File: config.mk
export PLATFORM = sky130hd
export DESIGN_NAME = fetch_top
export DESIGN_NICKNAME = d
export VERILOG_FILES = /design/src/hdl/fetch_pkg.sv /design/src/hdl/fetch_top.sv /design/src/hdl/fetch_queue.sv /design/src/hdl/fetch_ctrl.sv /design/src/hdl/icache_arrays.sv /design/src/hdl/icache_refill.sv
export VERILOG_INCLUDE_DIRS = /design/src /design/src/hdl
export SDC_FILE = /design/constraint.sdc
export NUM_CORES = 2
export LEC_CHECK = 0
export BUFFER_PORTS_ARGS = -buffer_cell sky130_fd_sc_hd__buf_2
export CORE_MARGIN = 2
export CORE_UTILIZATION = 35
export DETAILED_ROUTE_END_ITERATION = 8
export GPL_ROUTABILITY_DRIVEN = 0
export PLACE_DENSITY_LB_ADDON = 0.08
export SLEW_MARGIN = 15
export SYNTH_ARGS = -nofsm -noshare
export SYNTH_HDL_FRONTEND = slang
export SYNTH_HIERARCHICAL = 1
export SYNTH_SLANG_ARGS = --single-unit
File: constraint.sdc
create_clock -name clk -period 32.2 [get_ports clk]
set_clock_uncertainty 0.2 [all_clocks]
set_input_delay 3.22 -clock clk [delete_from_list [all_inputs] [get_ports clk]]
set_output_delay 3.22 -clock clk [all_outputs]
set_load 0.05 [all_outputs]
File: src/hdl/fetch_cfg.svh
`ifndef FETCH_CFG_SVH
`define FETCH_CFG_SVH

// address and cache geometry
`define FETCH_ADDR_W   32
`define LG_SETS        4
`define LG_LINE_BYTES  4
`define WORDS_PER_LINE 4
`define LINE_BITS      (`WORDS_PER_LINE * 32)
`define TAG_W          (`FETCH_ADDR_W - `LG_SETS - `LG_LINE_BYTES)

// fetch queue depth, 8 entries
`define LG_FQ_ENTRIES  3

// jal and j share this opcode
`define OPC_JAL        7'h6f

`endif
File: src/hdl/fetch_pkg.sv
package fetch_pkg;

   // one instruction word seen two ways
   typedef union packed {
      // base field layout, used by predecode
      struct packed {
         logic [11:0] upper;
         logic [4:0]  rs1;
         logic [2:0]  funct3;
         logic [4:0]  rd;
         logic [6:0]  opcode;
      } f;
      // J-type layout, immediate bits scattered
      struct packed {
         logic        imm20;    // sign bit
         logic [9:0]  imm10_1;
         logic        imm11;
         logic [7:0]  imm19_12;
         logic [4:0]  rd;
         logic [6:0]  opcode;
      } j;
   } insn_word_u;

endpackage

File: src/hdl/fetch_top.sv
`timescale 1ns/1ps
`include "fetch_cfg.svh"

module fetch_top (
   input  logic                       clk,
   input  logic                       reset,
   input  logic                       restart_valid,
   input  logic [`FETCH_ADDR_W-1:0]   restart_pc,
   output logic                       restart_ack,
   input  logic                       flush_req,
   output logic                       flush_complete,
   output logic                       wb_cyc,
   output logic                       wb_stb,
   output logic [`FETCH_ADDR_W-1:0]   wb_adr,
   input  logic [31:0]                wb_dat,
   input  logic                       wb_ack,
   output logic                       insn_valid,
   output logic [`FETCH_ADDR_W-1:0]   insn_pc,
   output logic [31:0]                insn_word,
   output logic                       insn_taken,
   output logic [`FETCH_ADDR_W-1:0]   insn_next_pc,
   input  logic                       insn_ack
);

   logic                            refill_start, line_wr, valid_out, inv_en;
   logic [`FETCH_ADDR_W-1:0]        refill_addr, push_pc, push_next_pc;
   logic [`LG_SETS-1:0]             line_idx, rd_idx, inv_idx;
   logic [`TAG_W-1:0]               line_tag, tag_out;
   logic [`LINE_BITS-1:0]           line_data, data_out;
   logic [`WORDS_PER_LINE-1:0]      line_jump, jump_out;
   logic                            push, push_taken, clear, full;
   logic [31:0]                     push_word;

   icache_refill refill_i (
      .clk, .reset, .refill_start, .refill_addr, .wb_dat, .wb_ack,
      .wb_cyc, .wb_stb, .wb_adr,
      .line_wr, .line_idx, .line_tag, .line_data, .line_jump
   );

   icache_arrays arrays_i (
      .clk, .reset, .rd_idx,
      .line_wr, .line_idx, .line_tag, .line_data, .line_jump,
      .inv_en, .inv_idx,
      .valid_out, .tag_out, .data_out, .jump_out
   );

   fetch_ctrl ctrl_i (
      .clk, .reset, .restart_valid, .restart_pc, .flush_req,
      .valid_out, .tag_out, .data_out, .jump_out, .line_wr, .full,
      .restart_ack, .flush_complete, .rd_idx, .inv_en, .inv_idx,
      .refill_start, .refill_addr,
      .push, .push_pc, .push_word, .push_taken, .push_next_pc, .clear
   );

   fetch_queue fq_i (
      .clk, .reset, .push, .push_pc, .push_word, .push_taken, .push_next_pc,
      .clear, .insn_ack, .full,
      .insn_valid, .insn_pc, .insn_word, .insn_taken, .insn_next_pc
   );

endmodule

File: src/hdl/fetch_queue.sv
`timescale 1ns/1ps
`include "fetch_cfg.svh"

module fetch_queue
   import fetch_pkg::*;
(
   input  logic                       clk,
   input  logic                       reset,
   input  logic                       push,
   input  logic [`FETCH_ADDR_W-1:0]   push_pc,
   input  logic [31:0]                push_word,
   input  logic                       push_taken,
   input  logic [`FETCH_ADDR_W-1:0]   push_next_pc,
   input  logic                       clear,
   input  logic                       insn_ack,
   output logic                       full,
   output logic                       insn_valid,
   output logic [`FETCH_ADDR_W-1:0]   insn_pc,
   output logic [31:0]                insn_word,
   output logic                       insn_taken,
   output logic [`FETCH_ADDR_W-1:0]   insn_next_pc
);

   localparam int N = 1 << `LG_FQ_ENTRIES;

   logic [`LG_FQ_ENTRIES:0]         head, tail;   // msb is the wrap bit
   logic [`FETCH_ADDR_W-1:0]        pc_q      [N];
   logic [31:0]                     word_q    [N];
   logic                            taken_q   [N];
   logic [`FETCH_ADDR_W-1:0]        next_pc_q [N];

   assign full = (head[`LG_FQ_ENTRIES] != tail[`LG_FQ_ENTRIES]) &&
                 (head[`LG_FQ_ENTRIES-1:0] == tail[`LG_FQ_ENTRIES-1:0]);
   assign insn_valid   = (head != tail);
   assign insn_pc      = pc_q[head[`LG_FQ_ENTRIES-1:0]];
   assign insn_word    = word_q[head[`LG_FQ_ENTRIES-1:0]];
   assign insn_taken   = taken_q[head[`LG_FQ_ENTRIES-1:0]];
   assign insn_next_pc = next_pc_q[head[`LG_FQ_ENTRIES-1:0]];

   always_ff @(posedge clk)
   begin
      if (reset || clear)
      begin
         head <= '0;
         tail <= '0;
      end
      else
      begin
         if (push && !full)
         begin
            tail <= tail + 1'b1;
         end
         if (insn_valid && insn_ack)
         begin
            head <= head + 1'b1;
         end
      end
   end

   always_ff @(posedge clk)
   begin
      if (push && !full)
      begin
         pc_q[tail[`LG_FQ_ENTRIES-1:0]]      <= push_pc;
         word_q[tail[`LG_FQ_ENTRIES-1:0]]    <= push_word;
         taken_q[tail[`LG_FQ_ENTRIES-1:0]]   <= push_taken;
         next_pc_q[tail[`LG_FQ_ENTRIES-1:0]] <= push_next_pc;
      end
   end

endmodule

File: src/hdl/fetch_ctrl.sv
`timescale 1ns/1ps
`include "fetch_cfg.svh"

module fetch_ctrl
   import fetch_pkg::*;
(
   input  logic                          clk,
   input  logic                          reset,
   input  logic                          restart_valid,
   input  logic [`FETCH_ADDR_W-1:0]      restart_pc,
   input  logic                          flush_req,
   input  logic                          valid_out,
   input  logic [`TAG_W-1:0]             tag_out,
   input  logic [`LINE_BITS-1:0]         data_out,
   input  logic [`WORDS_PER_LINE-1:0]    jump_out,
   input  logic                          line_wr,
   input  logic                          full,
   output logic                          restart_ack,
   output logic                          flush_complete,
   output logic [`LG_SETS-1:0]           rd_idx,
   output logic                          inv_en,
   output logic [`LG_SETS-1:0]           inv_idx,
   output logic                          refill_start,
   output logic [`FETCH_ADDR_W-1:0]      refill_addr,
   output logic                          push,
   output logic [`FETCH_ADDR_W-1:0]      push_pc,
   output logic [31:0]                   push_word,
   output logic                          push_taken,
   output logic [`FETCH_ADDR_W-1:0]      push_next_pc,
   output logic                          clear
);

   localparam int A      = `FETCH_ADDR_W;
   localparam int IDX_LO = `LG_LINE_BYTES;
   localparam int IDX_HI = `LG_LINE_BYTES + `LG_SETS;
   localparam int SETS   = 1 << `LG_SETS;

   localparam logic [2:0] S_INIT   = 3'd0;   // invalidate sweep
   localparam logic [2:0] S_IDLE   = 3'd1;
   localparam logic [2:0] S_ACTIVE = 3'd2;
   localparam logic [2:0] S_REFILL = 3'd3;
   localparam logic [2:0] S_WAIT   = 3'd4;   // queue full

   logic [2:0]                   state, state_n;
   logic [A-1:0]                 pc, pc_n;             // next pc to read
   logic [A-1:0]                 look_pc, look_pc_n;   // pc being checked
   logic                         look_vld, look_vld_n;
   logic [`LG_SETS-1:0]          sweep_idx, sweep_idx_n;
   logic                         flush_pend, flush_pend_n;
   logic                         can_redirect, take_flush, take_restart;
   logic                         hit, miss;
   logic [`LG_LINE_BYTES-3:0]    word_sel;
   insn_word_u                   look_word;
   logic                         look_jump;
   logic [A-1:0]                 jal_target;

   // check stage, one cycle behind the read
   always_comb
   begin
      word_sel  = look_pc[IDX_LO-1:2];
      look_word = data_out[word_sel*32 +: 32];
      look_jump = jump_out[word_sel];
      jal_target = look_pc + {{(A-20){look_word.j.imm20}}, look_word.j.imm19_12,
                              look_word.j.imm11, look_word.j.imm10_1, 1'b0};
      hit  = look_vld && valid_out && (tag_out == look_pc[A-1:IDX_HI]);
      miss = look_vld && !hit;
   end

   assign push_pc      = look_pc;
   assign push_word    = look_word;
   assign push_taken   = look_jump;
   assign push_next_pc = look_jump ? jal_target : look_pc + 4;
   assign refill_addr  = {look_pc[A-1:IDX_LO], {IDX_LO{1'b0}}};
   assign inv_idx      = sweep_idx;

   // no redirect in the middle of a bus cycle
   assign can_redirect = (state == S_IDLE) || (state == S_ACTIVE) || (state == S_WAIT);
   assign take_flush   = can_redirect && flush_pend;
   assign take_restart = can_redirect && !flush_pend && restart_valid;

   always_comb
   begin
      state_n        = state;
      pc_n           = pc;
      look_pc_n      = pc;
      look_vld_n     = 1'b0;
      sweep_idx_n    = sweep_idx;
      flush_pend_n   = flush_pend | flush_req;
      rd_idx         = pc[IDX_HI-1:IDX_LO];
      inv_en         = 1'b0;
      refill_start   = 1'b0;
      push           = 1'b0;
      flush_complete = 1'b0;
      clear          = take_flush | take_restart;
      restart_ack    = take_restart;
      if (take_flush)
      begin
         state_n     = S_INIT;
         sweep_idx_n = '0;
      end
      else if (take_restart)
      begin
         state_n = S_ACTIVE;   // in-flight read dropped
         pc_n    = restart_pc;
      end
      else
      begin
         case (state)
            S_INIT:
            begin
               inv_en      = 1'b1;
               sweep_idx_n = sweep_idx + 1'b1;
               if (sweep_idx == SETS - 1)
               begin
                  state_n        = S_IDLE;
                  flush_complete = flush_pend;   // silent after reset
                  flush_pend_n   = flush_req;
               end
            end
            S_ACTIVE:
            begin
               if (miss)
               begin
                  refill_start = 1'b1;
                  pc_n         = look_pc;   // reread once the line is in
                  state_n      = S_REFILL;
               end
               else if (hit && full)
               begin
                  pc_n    = look_pc;
                  state_n = S_WAIT;
               end
               else
               begin
                  push = hit;
                  if (hit && look_jump)
                  begin
                     pc_n = jal_target;   // one bubble
                  end
                  else
                  begin
                     look_vld_n = 1'b1;
                     pc_n       = pc + 4;
                  end
               end
            end
            S_REFILL:
            begin
               if (line_wr)
               begin
                  state_n = S_ACTIVE;
               end
            end
            S_WAIT:
            begin
               if (!full)
               begin
                  look_vld_n = 1'b1;
                  pc_n       = pc + 4;
                  state_n    = S_ACTIVE;
               end
            end
            default:
            begin
               state_n = S_IDLE;
            end
         endcase
      end
   end

   always_ff @(posedge clk)
   begin
      if (reset)
      begin
         state      <= S_INIT;
         look_vld   <= 1'b0;
         sweep_idx  <= '0;
         flush_pend <= 1'b0;
      end
      else
      begin
         state      <= state_n;
         look_vld   <= look_vld_n;
         sweep_idx  <= sweep_idx_n;
         flush_pend <= flush_pend_n;
      end
      pc      <= pc_n;
      look_pc <= look_pc_n;
   end

endmodule

File: src/hdl/icache_arrays.sv
`timescale 1ns/1ps
`include "fetch_cfg.svh"

module icache_arrays
   import fetch_pkg::*;
(
   input  logic                          clk,
   input  logic                          reset,
   input  logic [`LG_SETS-1:0]           rd_idx,
   input  logic                          line_wr,
   input  logic [`LG_SETS-1:0]           line_idx,
   input  logic [`TAG_W-1:0]             line_tag,
   input  logic [`LINE_BITS-1:0]         line_data,
   input  logic [`WORDS_PER_LINE-1:0]    line_jump,
   input  logic                          inv_en,
   input  logic [`LG_SETS-1:0]           inv_idx,
   output logic                          valid_out,
   output logic [`TAG_W-1:0]             tag_out,
   output logic [`LINE_BITS-1:0]         data_out,
   output logic [`WORDS_PER_LINE-1:0]    jump_out
);

   localparam int SETS = 1 << `LG_SETS;

   logic [SETS-1:0]               vld;
   logic [`TAG_W-1:0]             tag_mem  [SETS];
   logic [`LINE_BITS-1:0]         data_mem [SETS];
   logic [`WORDS_PER_LINE-1:0]    jump_mem [SETS];

   // valid bits are cleared by the controller's sweep
   always_ff @(posedge clk)
   begin
      if (line_wr)
      begin
         vld[line_idx]      <= 1'b1;
         tag_mem[line_idx]  <= line_tag;
         data_mem[line_idx] <= line_data;
         jump_mem[line_idx] <= line_jump;
      end
      if (inv_en)
      begin
         vld[inv_idx] <= 1'b0;
      end
   end

   // registered read, old contents on a same-cycle write
   always_ff @(posedge clk)
   begin
      if (reset)
      begin
         valid_out <= 1'b0;
      end
      else
      begin
         valid_out <= vld[rd_idx];
      end
      tag_out  <= tag_mem[rd_idx];
      data_out <= data_mem[rd_idx];
      jump_out <= jump_mem[rd_idx];
   end

endmodule

File: src/hdl/icache_refill.sv
`timescale 1ns/1ps
`include "fetch_cfg.svh"

module icache_refill
   import fetch_pkg::*;
(
   input  logic                           clk,
   input  logic                           reset,
   input  logic                           refill_start,
   input  logic [`FETCH_ADDR_W-1:0]       refill_addr,
   input  logic [31:0]                    wb_dat,
   input  logic                           wb_ack,
   output logic                           wb_cyc,
   output logic                           wb_stb,
   output logic [`FETCH_ADDR_W-1:0]       wb_adr,
   output logic                           line_wr,
   output logic [`LG_SETS-1:0]            line_idx,
   output logic [`TAG_W-1:0]              line_tag,
   output logic [`LINE_BITS-1:0]          line_data,
   output logic [`WORDS_PER_LINE-1:0]     line_jump
);

   localparam int IDX_LO = `LG_LINE_BYTES;
   localparam int IDX_HI = `LG_LINE_BYTES + `LG_SETS;

   logic                              busy;
   logic [`LG_LINE_BYTES-3:0]         beat;      // word within the line
   logic [`FETCH_ADDR_W-1:IDX_LO]     line_addr;
   insn_word_u                        ack_word;
   logic                              ack_is_jal;

   // one beat per word, cyc held over the whole line
   assign wb_cyc = busy;
   assign wb_stb = busy;
   assign wb_adr = {line_addr, beat, 2'b00};

   assign line_idx = line_addr[IDX_HI-1:IDX_LO];
   assign line_tag = line_addr[`FETCH_ADDR_W-1:IDX_HI];

   // predecode keeps only the jal/j bit
   assign ack_word   = wb_dat;
   assign ack_is_jal = (ack_word.f.opcode == `OPC_JAL);

   always_ff @(posedge clk)
   begin
      if (reset)
      begin
         busy    <= 1'b0;
         beat    <= '0;
         line_wr <= 1'b0;
      end
      else
      begin
         line_wr <= 1'b0;
         if (!busy && refill_start)
         begin
            busy <= 1'b1;
            beat <= '0;
         end
         else if (busy && wb_ack)
         begin
            beat <= beat + 1'b1;
            if (beat == `WORDS_PER_LINE - 1)
            begin
               busy    <= 1'b0;
               line_wr <= 1'b1;   // a cycle after the last ack
            end
         end
      end
   end

   // line payload, words shift in from the top
   always_ff @(posedge clk)
   begin
      if (!busy && refill_start)
      begin
         line_addr <= refill_addr[`FETCH_ADDR_W-1:IDX_LO];
      end
      if (busy && wb_ack)
      begin
         line_data <= {wb_dat, line_data[`LINE_BITS-1:32]};
         line_jump <= {ack_is_jal, line_jump[`WORDS_PER_LINE-1:1]};
      end
   end

endmodule

After elaboration in Yosys (flattened, before gate mapping) --
Memory sizes are Yosys's and may differ from the RTL's. A register that Yosys moved wholly into a read port is not among the register bits. Index checks and enable logic that the tools add are counted.
Storage, ports and cells: register bits 262, bits in latches 0, RAM bits 3272, bits in read-only memories 0, input bits 70, output and inout port bits 134, word-level logic and storage cells 165, memories kept 7
Memory list:
- arrays_i.data_mem | depth 16, bits a word 128, rd ports 1, clocked after Yosys merged registers in 1, write ports 1, RTL line icache_arrays.sv:27 | logic [`LINE_BITS-1:0] data_mem [SETS];
- arrays_i.tag_mem | depth 16, bits a word 24, rd ports 1, clocked after Yosys merged registers in 1, write ports 1, RTL line icache_arrays.sv:26 | logic [`TAG_W-1:0] tag_mem [SETS];
- fq_i.next_pc_q | depth 8, bits a word 32, rd ports 1, clocked after Yosys merged registers in 1, write ports 1, RTL line fetch_queue.sv:30 | logic [`FETCH_ADDR_W-1:0] next_pc_q [N];
- fq_i.pc_q | depth 8, bits a word 32, rd ports 1, clocked after Yosys merged registers in 1, write ports 1, RTL line fetch_queue.sv:27 | logic [`FETCH_ADDR_W-1:0] pc_q [N];
- fq_i.word_q | depth 8, bits a word 32, rd ports 1, clocked after Yosys merged registers in 1, write ports 1, RTL line fetch_queue.sv:28 | logic [31:0] word_q [N];
- arrays_i.jump_mem | depth 16, bits a word 4, rd ports 1, clocked after Yosys merged registers in 1, write ports 1, RTL line icache_arrays.sv:28 | logic [`WORDS_PER_LINE-1:0] jump_mem [SETS];
- +1 memories
Cells by class: $add $sub $neg 7, multiply operators 0, div/mod/pow operators 0, $lt $le $gt $ge 6, eq/ne operators 19, shifts and indexed selects 1, mux-type cells 65, bitwise logic cells 8, reductions and logical operators 35
Operator list (count):
- 32-bit two-way mux | 6
- 128-bit by 8-bit indexed part select with 32-bit output | 1
- 32-bit by 3-bit adder with 32-bit output (second input constant) | 2
- 32-bit case mux with 2 select lines | 1
- 3-bit two-way mux | 13
- 1-bit two-way mux | 36
- 32-bit adder | 1
- 16-bit two-way mux | 2
- 24-bit equality test | 1
- 16-bit AND | 1
- 16-bit inverter | 1
- 16-bit OR | 1
- 1-bit logical AND | 15
- 4-bit by 5-bit < comparator with 1-bit output (second input constant) | 3
- 4-bit by 1-bit adder with 4-bit output (second input constant) | 3
- 3-bit case mux with 4 select lines | 1
- 1-bit demux with 4-bit select | 2
- 4-bit by 1-bit greater-or-equal comparator with 1-bit output (second input constant) | 2
- 4-bit AND reduction | 2
- 7-bit equality test (second input constant) | 1
- 3-bit by 2-bit equality test with 1-bit output (second input constant) | 2
- 3-bit by 2-bit inequality test with 1-bit output (second input constant) | 2
- 3-bit OR reduction | 2
- 1-bit binary-select mux with 4-bit select | 1
- 27 further kinds | 39

Logic depth before layout (Yosys ltp) --
depth in word-level cells 11, gate-level depth with buffers 14, gate-level depth less buffers 12

Modules after synthesis --
Netlist, hierarchy kept.
By module, submodules not included:
- icache_arrays | instances 1, cells each 4051, area each 97202.0 um^2
- fetch_queue | instances 1, cells each 1210, area each 29867.4 um^2
- fetch_ctrl | instances 1, cells each 893, area each 7578.5 um^2
- icache_refill | instances 1, cells each 211, area each 5243.8 um^2

Worst setup path after synthesis --
OpenSTA, ideal clock, no wires.
path type flip-flop to flip-flop, start reg refill_i/line_addr[6] (netlist name), end reg arrays_i.vld[0], data arrival time 12.696 ns, setup slack 19.206 ns, cell stages (with the launch flop) 4, clock period less this slack 12.994 ns, path through edfxtp_1 or3b_2 nor3_1 o32a_1
Between the ends: cells in the longest elaborated chain, start to end 8, elaborated cells between the ends (all ways) 9, those cells by class 2 x order compare; 4 x mux; 2 x bitwise; 1 x reduce/logical
Ends and longest elaborated chain:
- from (decl) | RTL line icache_refill.sv:28 | logic [`FETCH_ADDR_W-1:IDX_LO] line_addr;
- from (signal assigned) | RTL line icache_refill.sv:77 | line_addr <= refill_addr[`FETCH_ADDR_W-1:IDX_LO];
- 4-bit by 5-bit < comparator with 1-bit output (not written as such) or 4-bit by 1-bit greater-or-equal comparator with 1-bit output (tied branches) | RTL line icache_arrays.sv:35 | vld[line_idx] <= 1'b1;
- 1-bit logical AND (not written as such) | RTL line icache_arrays.sv:35
- 1-bit two-way mux (not written as such) | RTL line icache_arrays.sv:35
- 1-bit demux with 4-bit select (*)
- 16-bit OR (no line) (*)
- 16-bit two-way mux (*) | RTL line icache_arrays.sv:33 | if (line_wr)
- 16-bit AND (no line)
- 16-bit two-way mux (*) | RTL line icache_arrays.sv:40 | if (inv_en)
- to (signal, indexed assignment) | RTL line icache_arrays.sv:35
- to (signal, indexed assignment) | RTL line icache_arrays.sv:42 | vld[inv_idx] <= 1'b0;
- to (decl) | RTL line icache_arrays.sv:25 | logic [SETS-1:0] vld;
Every way passes the cells marked *; elsewhere a longest branch is shown, timed or not. A chain may end at the register's enable or synchronous reset.

Worst setup path after layout --
start in restart_valid, end out restart_ack
Between the ends: cells in the longest elaborated chain, start to end 1
Ends and longest elaborated chain:
- from (decl) | RTL line fetch_top.sv:7 | input logic restart_valid,
- 1-bit logical AND | RTL line fetch_ctrl.sv:79 | assign take_restart = can_redirect && !flush_pend && restart_valid;
- to (decl) | RTL line fetch_top.sv:9 | output logic restart_ack,
No other way between the ends.

==> impl_metrics.csv <==
group,metric,value,unit
setup_path,criticalPathCategory,"in2out",
cts,cts_tree,"yes",
sta,setup_viol,0,
global_route,grt.total_usage,19.44,%
floorplanning,core-area,398600,um2
floorplanning,row_count,232,
global_route,grt_pass1_vias,69890,
sta,min_period,8.221,ns
cts,clock_path_buffers,4,
setup_path,cp-end-kind,"primary output",
worst_hold_path,hold_path_class,"reg2reg",
detailed_routing,drc_errors,0,
global_route,grt_pass1_wl,557.0,mm
setup_path,arrival,4.80,ns
setup_path,start_kind,"input pin",
detailed_routing,routed_wl,398.5,mm
flow_run,maxCapViolations,0,
layout,syn_to_final_growth,14.31,%
power_and_ir_drop,vdd_drop_max,0.04297,mV
layout,nets,6851,
cts,htreeDepth,5,
global_route,overflow,0,
floorplanning,start_util,35.09,%
global_route,grt_max_degree,111,
sta,timing.fmax,121.6,MHz
power_and_ir_drop,power,9748,uW
place,placement.io_buffers,201,
cts,path_clk_slew,0.06,ns
cts,cts_sinks,3693,
floorplanning,ios,204,
detailed_routing,wire_per_inst,32.24,um
power_and_ir_drop,seqPwrFrac,53.0,%
setup_path,critPathRequiredTime,28.78,ns
sta,setup_tns,0,ns
global_route,antenna_found_initial,19,
power_and_ir_drop,p_clk_share,46.7,%
floorplanning,dieArea,404700,um2
synth,synthCells,6360,
sta,rsz0062_at_grt,"false",
sta,hold_viol,0,
cts,root_buffer,"clkbuf_16",
floorplanning,die_w,636.1,um
floorplanning,die_h,636.1,um
sta,worst_pin_slew,1.195,ns
place,dpl.hpwl,207.2,mm
power_and_ir_drop,power_density,60.98,nW/um2
synth,avgSynthCellArea,21.99,um2
power_and_ir_drop,p_leak,0.04988,uW
cts,cts_resized,0,
cts,cts_hold_buf,0,
detailed_routing,dr.pass1.iters,7,
layout,seqCellArea,108600,um2
detailed_routing,routed_via_density,5.350,
power_and_ir_drop,p_int,7828,uW
sta,final-max-slew-violation-count,0,
synth,synthesis.area,139900,um2
cts,postCtsSetupBuffers,0,
sta,slew_headroom,19.48,%
sta,fin_crit_sh,25.53,%
cts,insertion_delay,0.94,ns
layout,multiInputGateArea,28980,um2
power_and_ir_drop,p_comb_share,0.2,%
status,status,"completed",
detailed_routing,postRouteAntennaNets,0,
detailed_routing,vias,66130,
layout,drive_above_1_share,27.70,%
power_and_ir_drop,switching_power,1920,uW
synth,ys_warn_count,6,
layout,final_util,40.11,%
power_and_ir_drop,swShare,19.69,%
cts,numCtsBuffers,404,
setup_path,crit_fanout,37,
detailed_routing,dr.first_iter.drc_count,5579,
layout,fill_cells,35320,
[placed cells by master, fill, tap and decap left out, types with 11 or more instances in the layout]
cell type / instances
mux2i_1: 19
nand2_1: 220
dfxtp_1: 224
a21oi_1: 79
clkinv_1: 73
buf_4: 125
o22ai_1: 84
clkbuf_8: 28
edfxtp_1: 3464
buf_2: 201
nor3_1: 26
xnor2_1: 64
mux4_2: 852
nor2_1: 106
inv_1: 16
clkbuf_16: 414
a22oi_1: 248
xor2_1: 51
or3_1: 11
nand3_1: 39
nor2_4: 19
mux2_2: 100
bufinv_16: 29
ha_1: 36
o21ai_1: 13
clkinv_2: 78
nand4_1: 27
and3_1: 13
buf_12: 32
o21ai_0: 39
clkbuf_1: 101
[layout make-up]
type	count	area share (%)
Sequential cell	3693	67.95
Multi-Input combinational cell	2269	18.13
Clock buffer	543	6.959
Tap cell	5265	4.121
Timing Repair Buffer	358	1.617
Clock inverter	209	1.176
Inverter	18	0.04226
Antenna cell	6	0.009392
[worst max-delay path: stages]
cell and delay, ns:
buf_2 0.19, nand3b_1 0.12, buf_4 0.25, inv_2 0.58, buf_2 0.39
[sequential cells by signal (all words and copies together), names as in the netlist, 64 cells and up, named ones only]
signal,count
arrays_i/data_mem,2048
arrays_i/data_out,128
refill_i/line_data,128
fq_i/pc_q,256
arrays_i/tag_mem,384
arrays_i/jump_mem,64
fq_i/word_q,256
fq_i/next_pc_q,256
[routing by layer]
metal / vias to the layer above / global-route usage (%) / wire length [um]
met3: 473 / 2.578 / 16930
met2: 1597 / 32.69 / 195900
met4: 2 / 4.296 / 9098
met5: - / 0 / 13
met1: 36590 / 26.97 / 176500
li1: 27470 / - / -
[worst paths after layout]
kind	from	endpoint	slack [ns]	cells after the start
worst max-delay path	restart_valid	restart_ack	23.98	5
worst max register to register	ctrl_i/push_pc[2]	fq_i/next_pc_q[4][16]	25.90	12
worst min-delay path	ctrl_i/look_pc_n[0]	ctrl_i/push_pc[0]	0.14	0
worst min register to register	ctrl_i/look_pc_n[0]	ctrl_i/push_pc[0]	0.14	0
[stage by stage]
step	area, um2	worst slack, ns	hold WS, ns	instances
floorplan	139900	19.21	0.1233	6361
global placement	146800	24.01	0.1242	11600
detailed placement	146800	23.99	0.1269	11600
CTS	159900	23.99	0.1399	12360
global route	159900	23.91	0.1613	12360
finish	159900	23.98	0.1391	12360
[power groups by stage]
stage / clock network, uW / registers, uW / logic (uW)
after CTS: 4660 / 5170 / 21.0
after global routing: 4850 / 5170 / 21.6
after floorplan: 0 / 5270 / 7.67
after detailed placement: 0 / 5270 / 20.9
final: 4560 / 5170 / 20.2
after global placement: 0 / 5270 / 20.8
No activity file was read; power rests on OpenSTA's default activity.
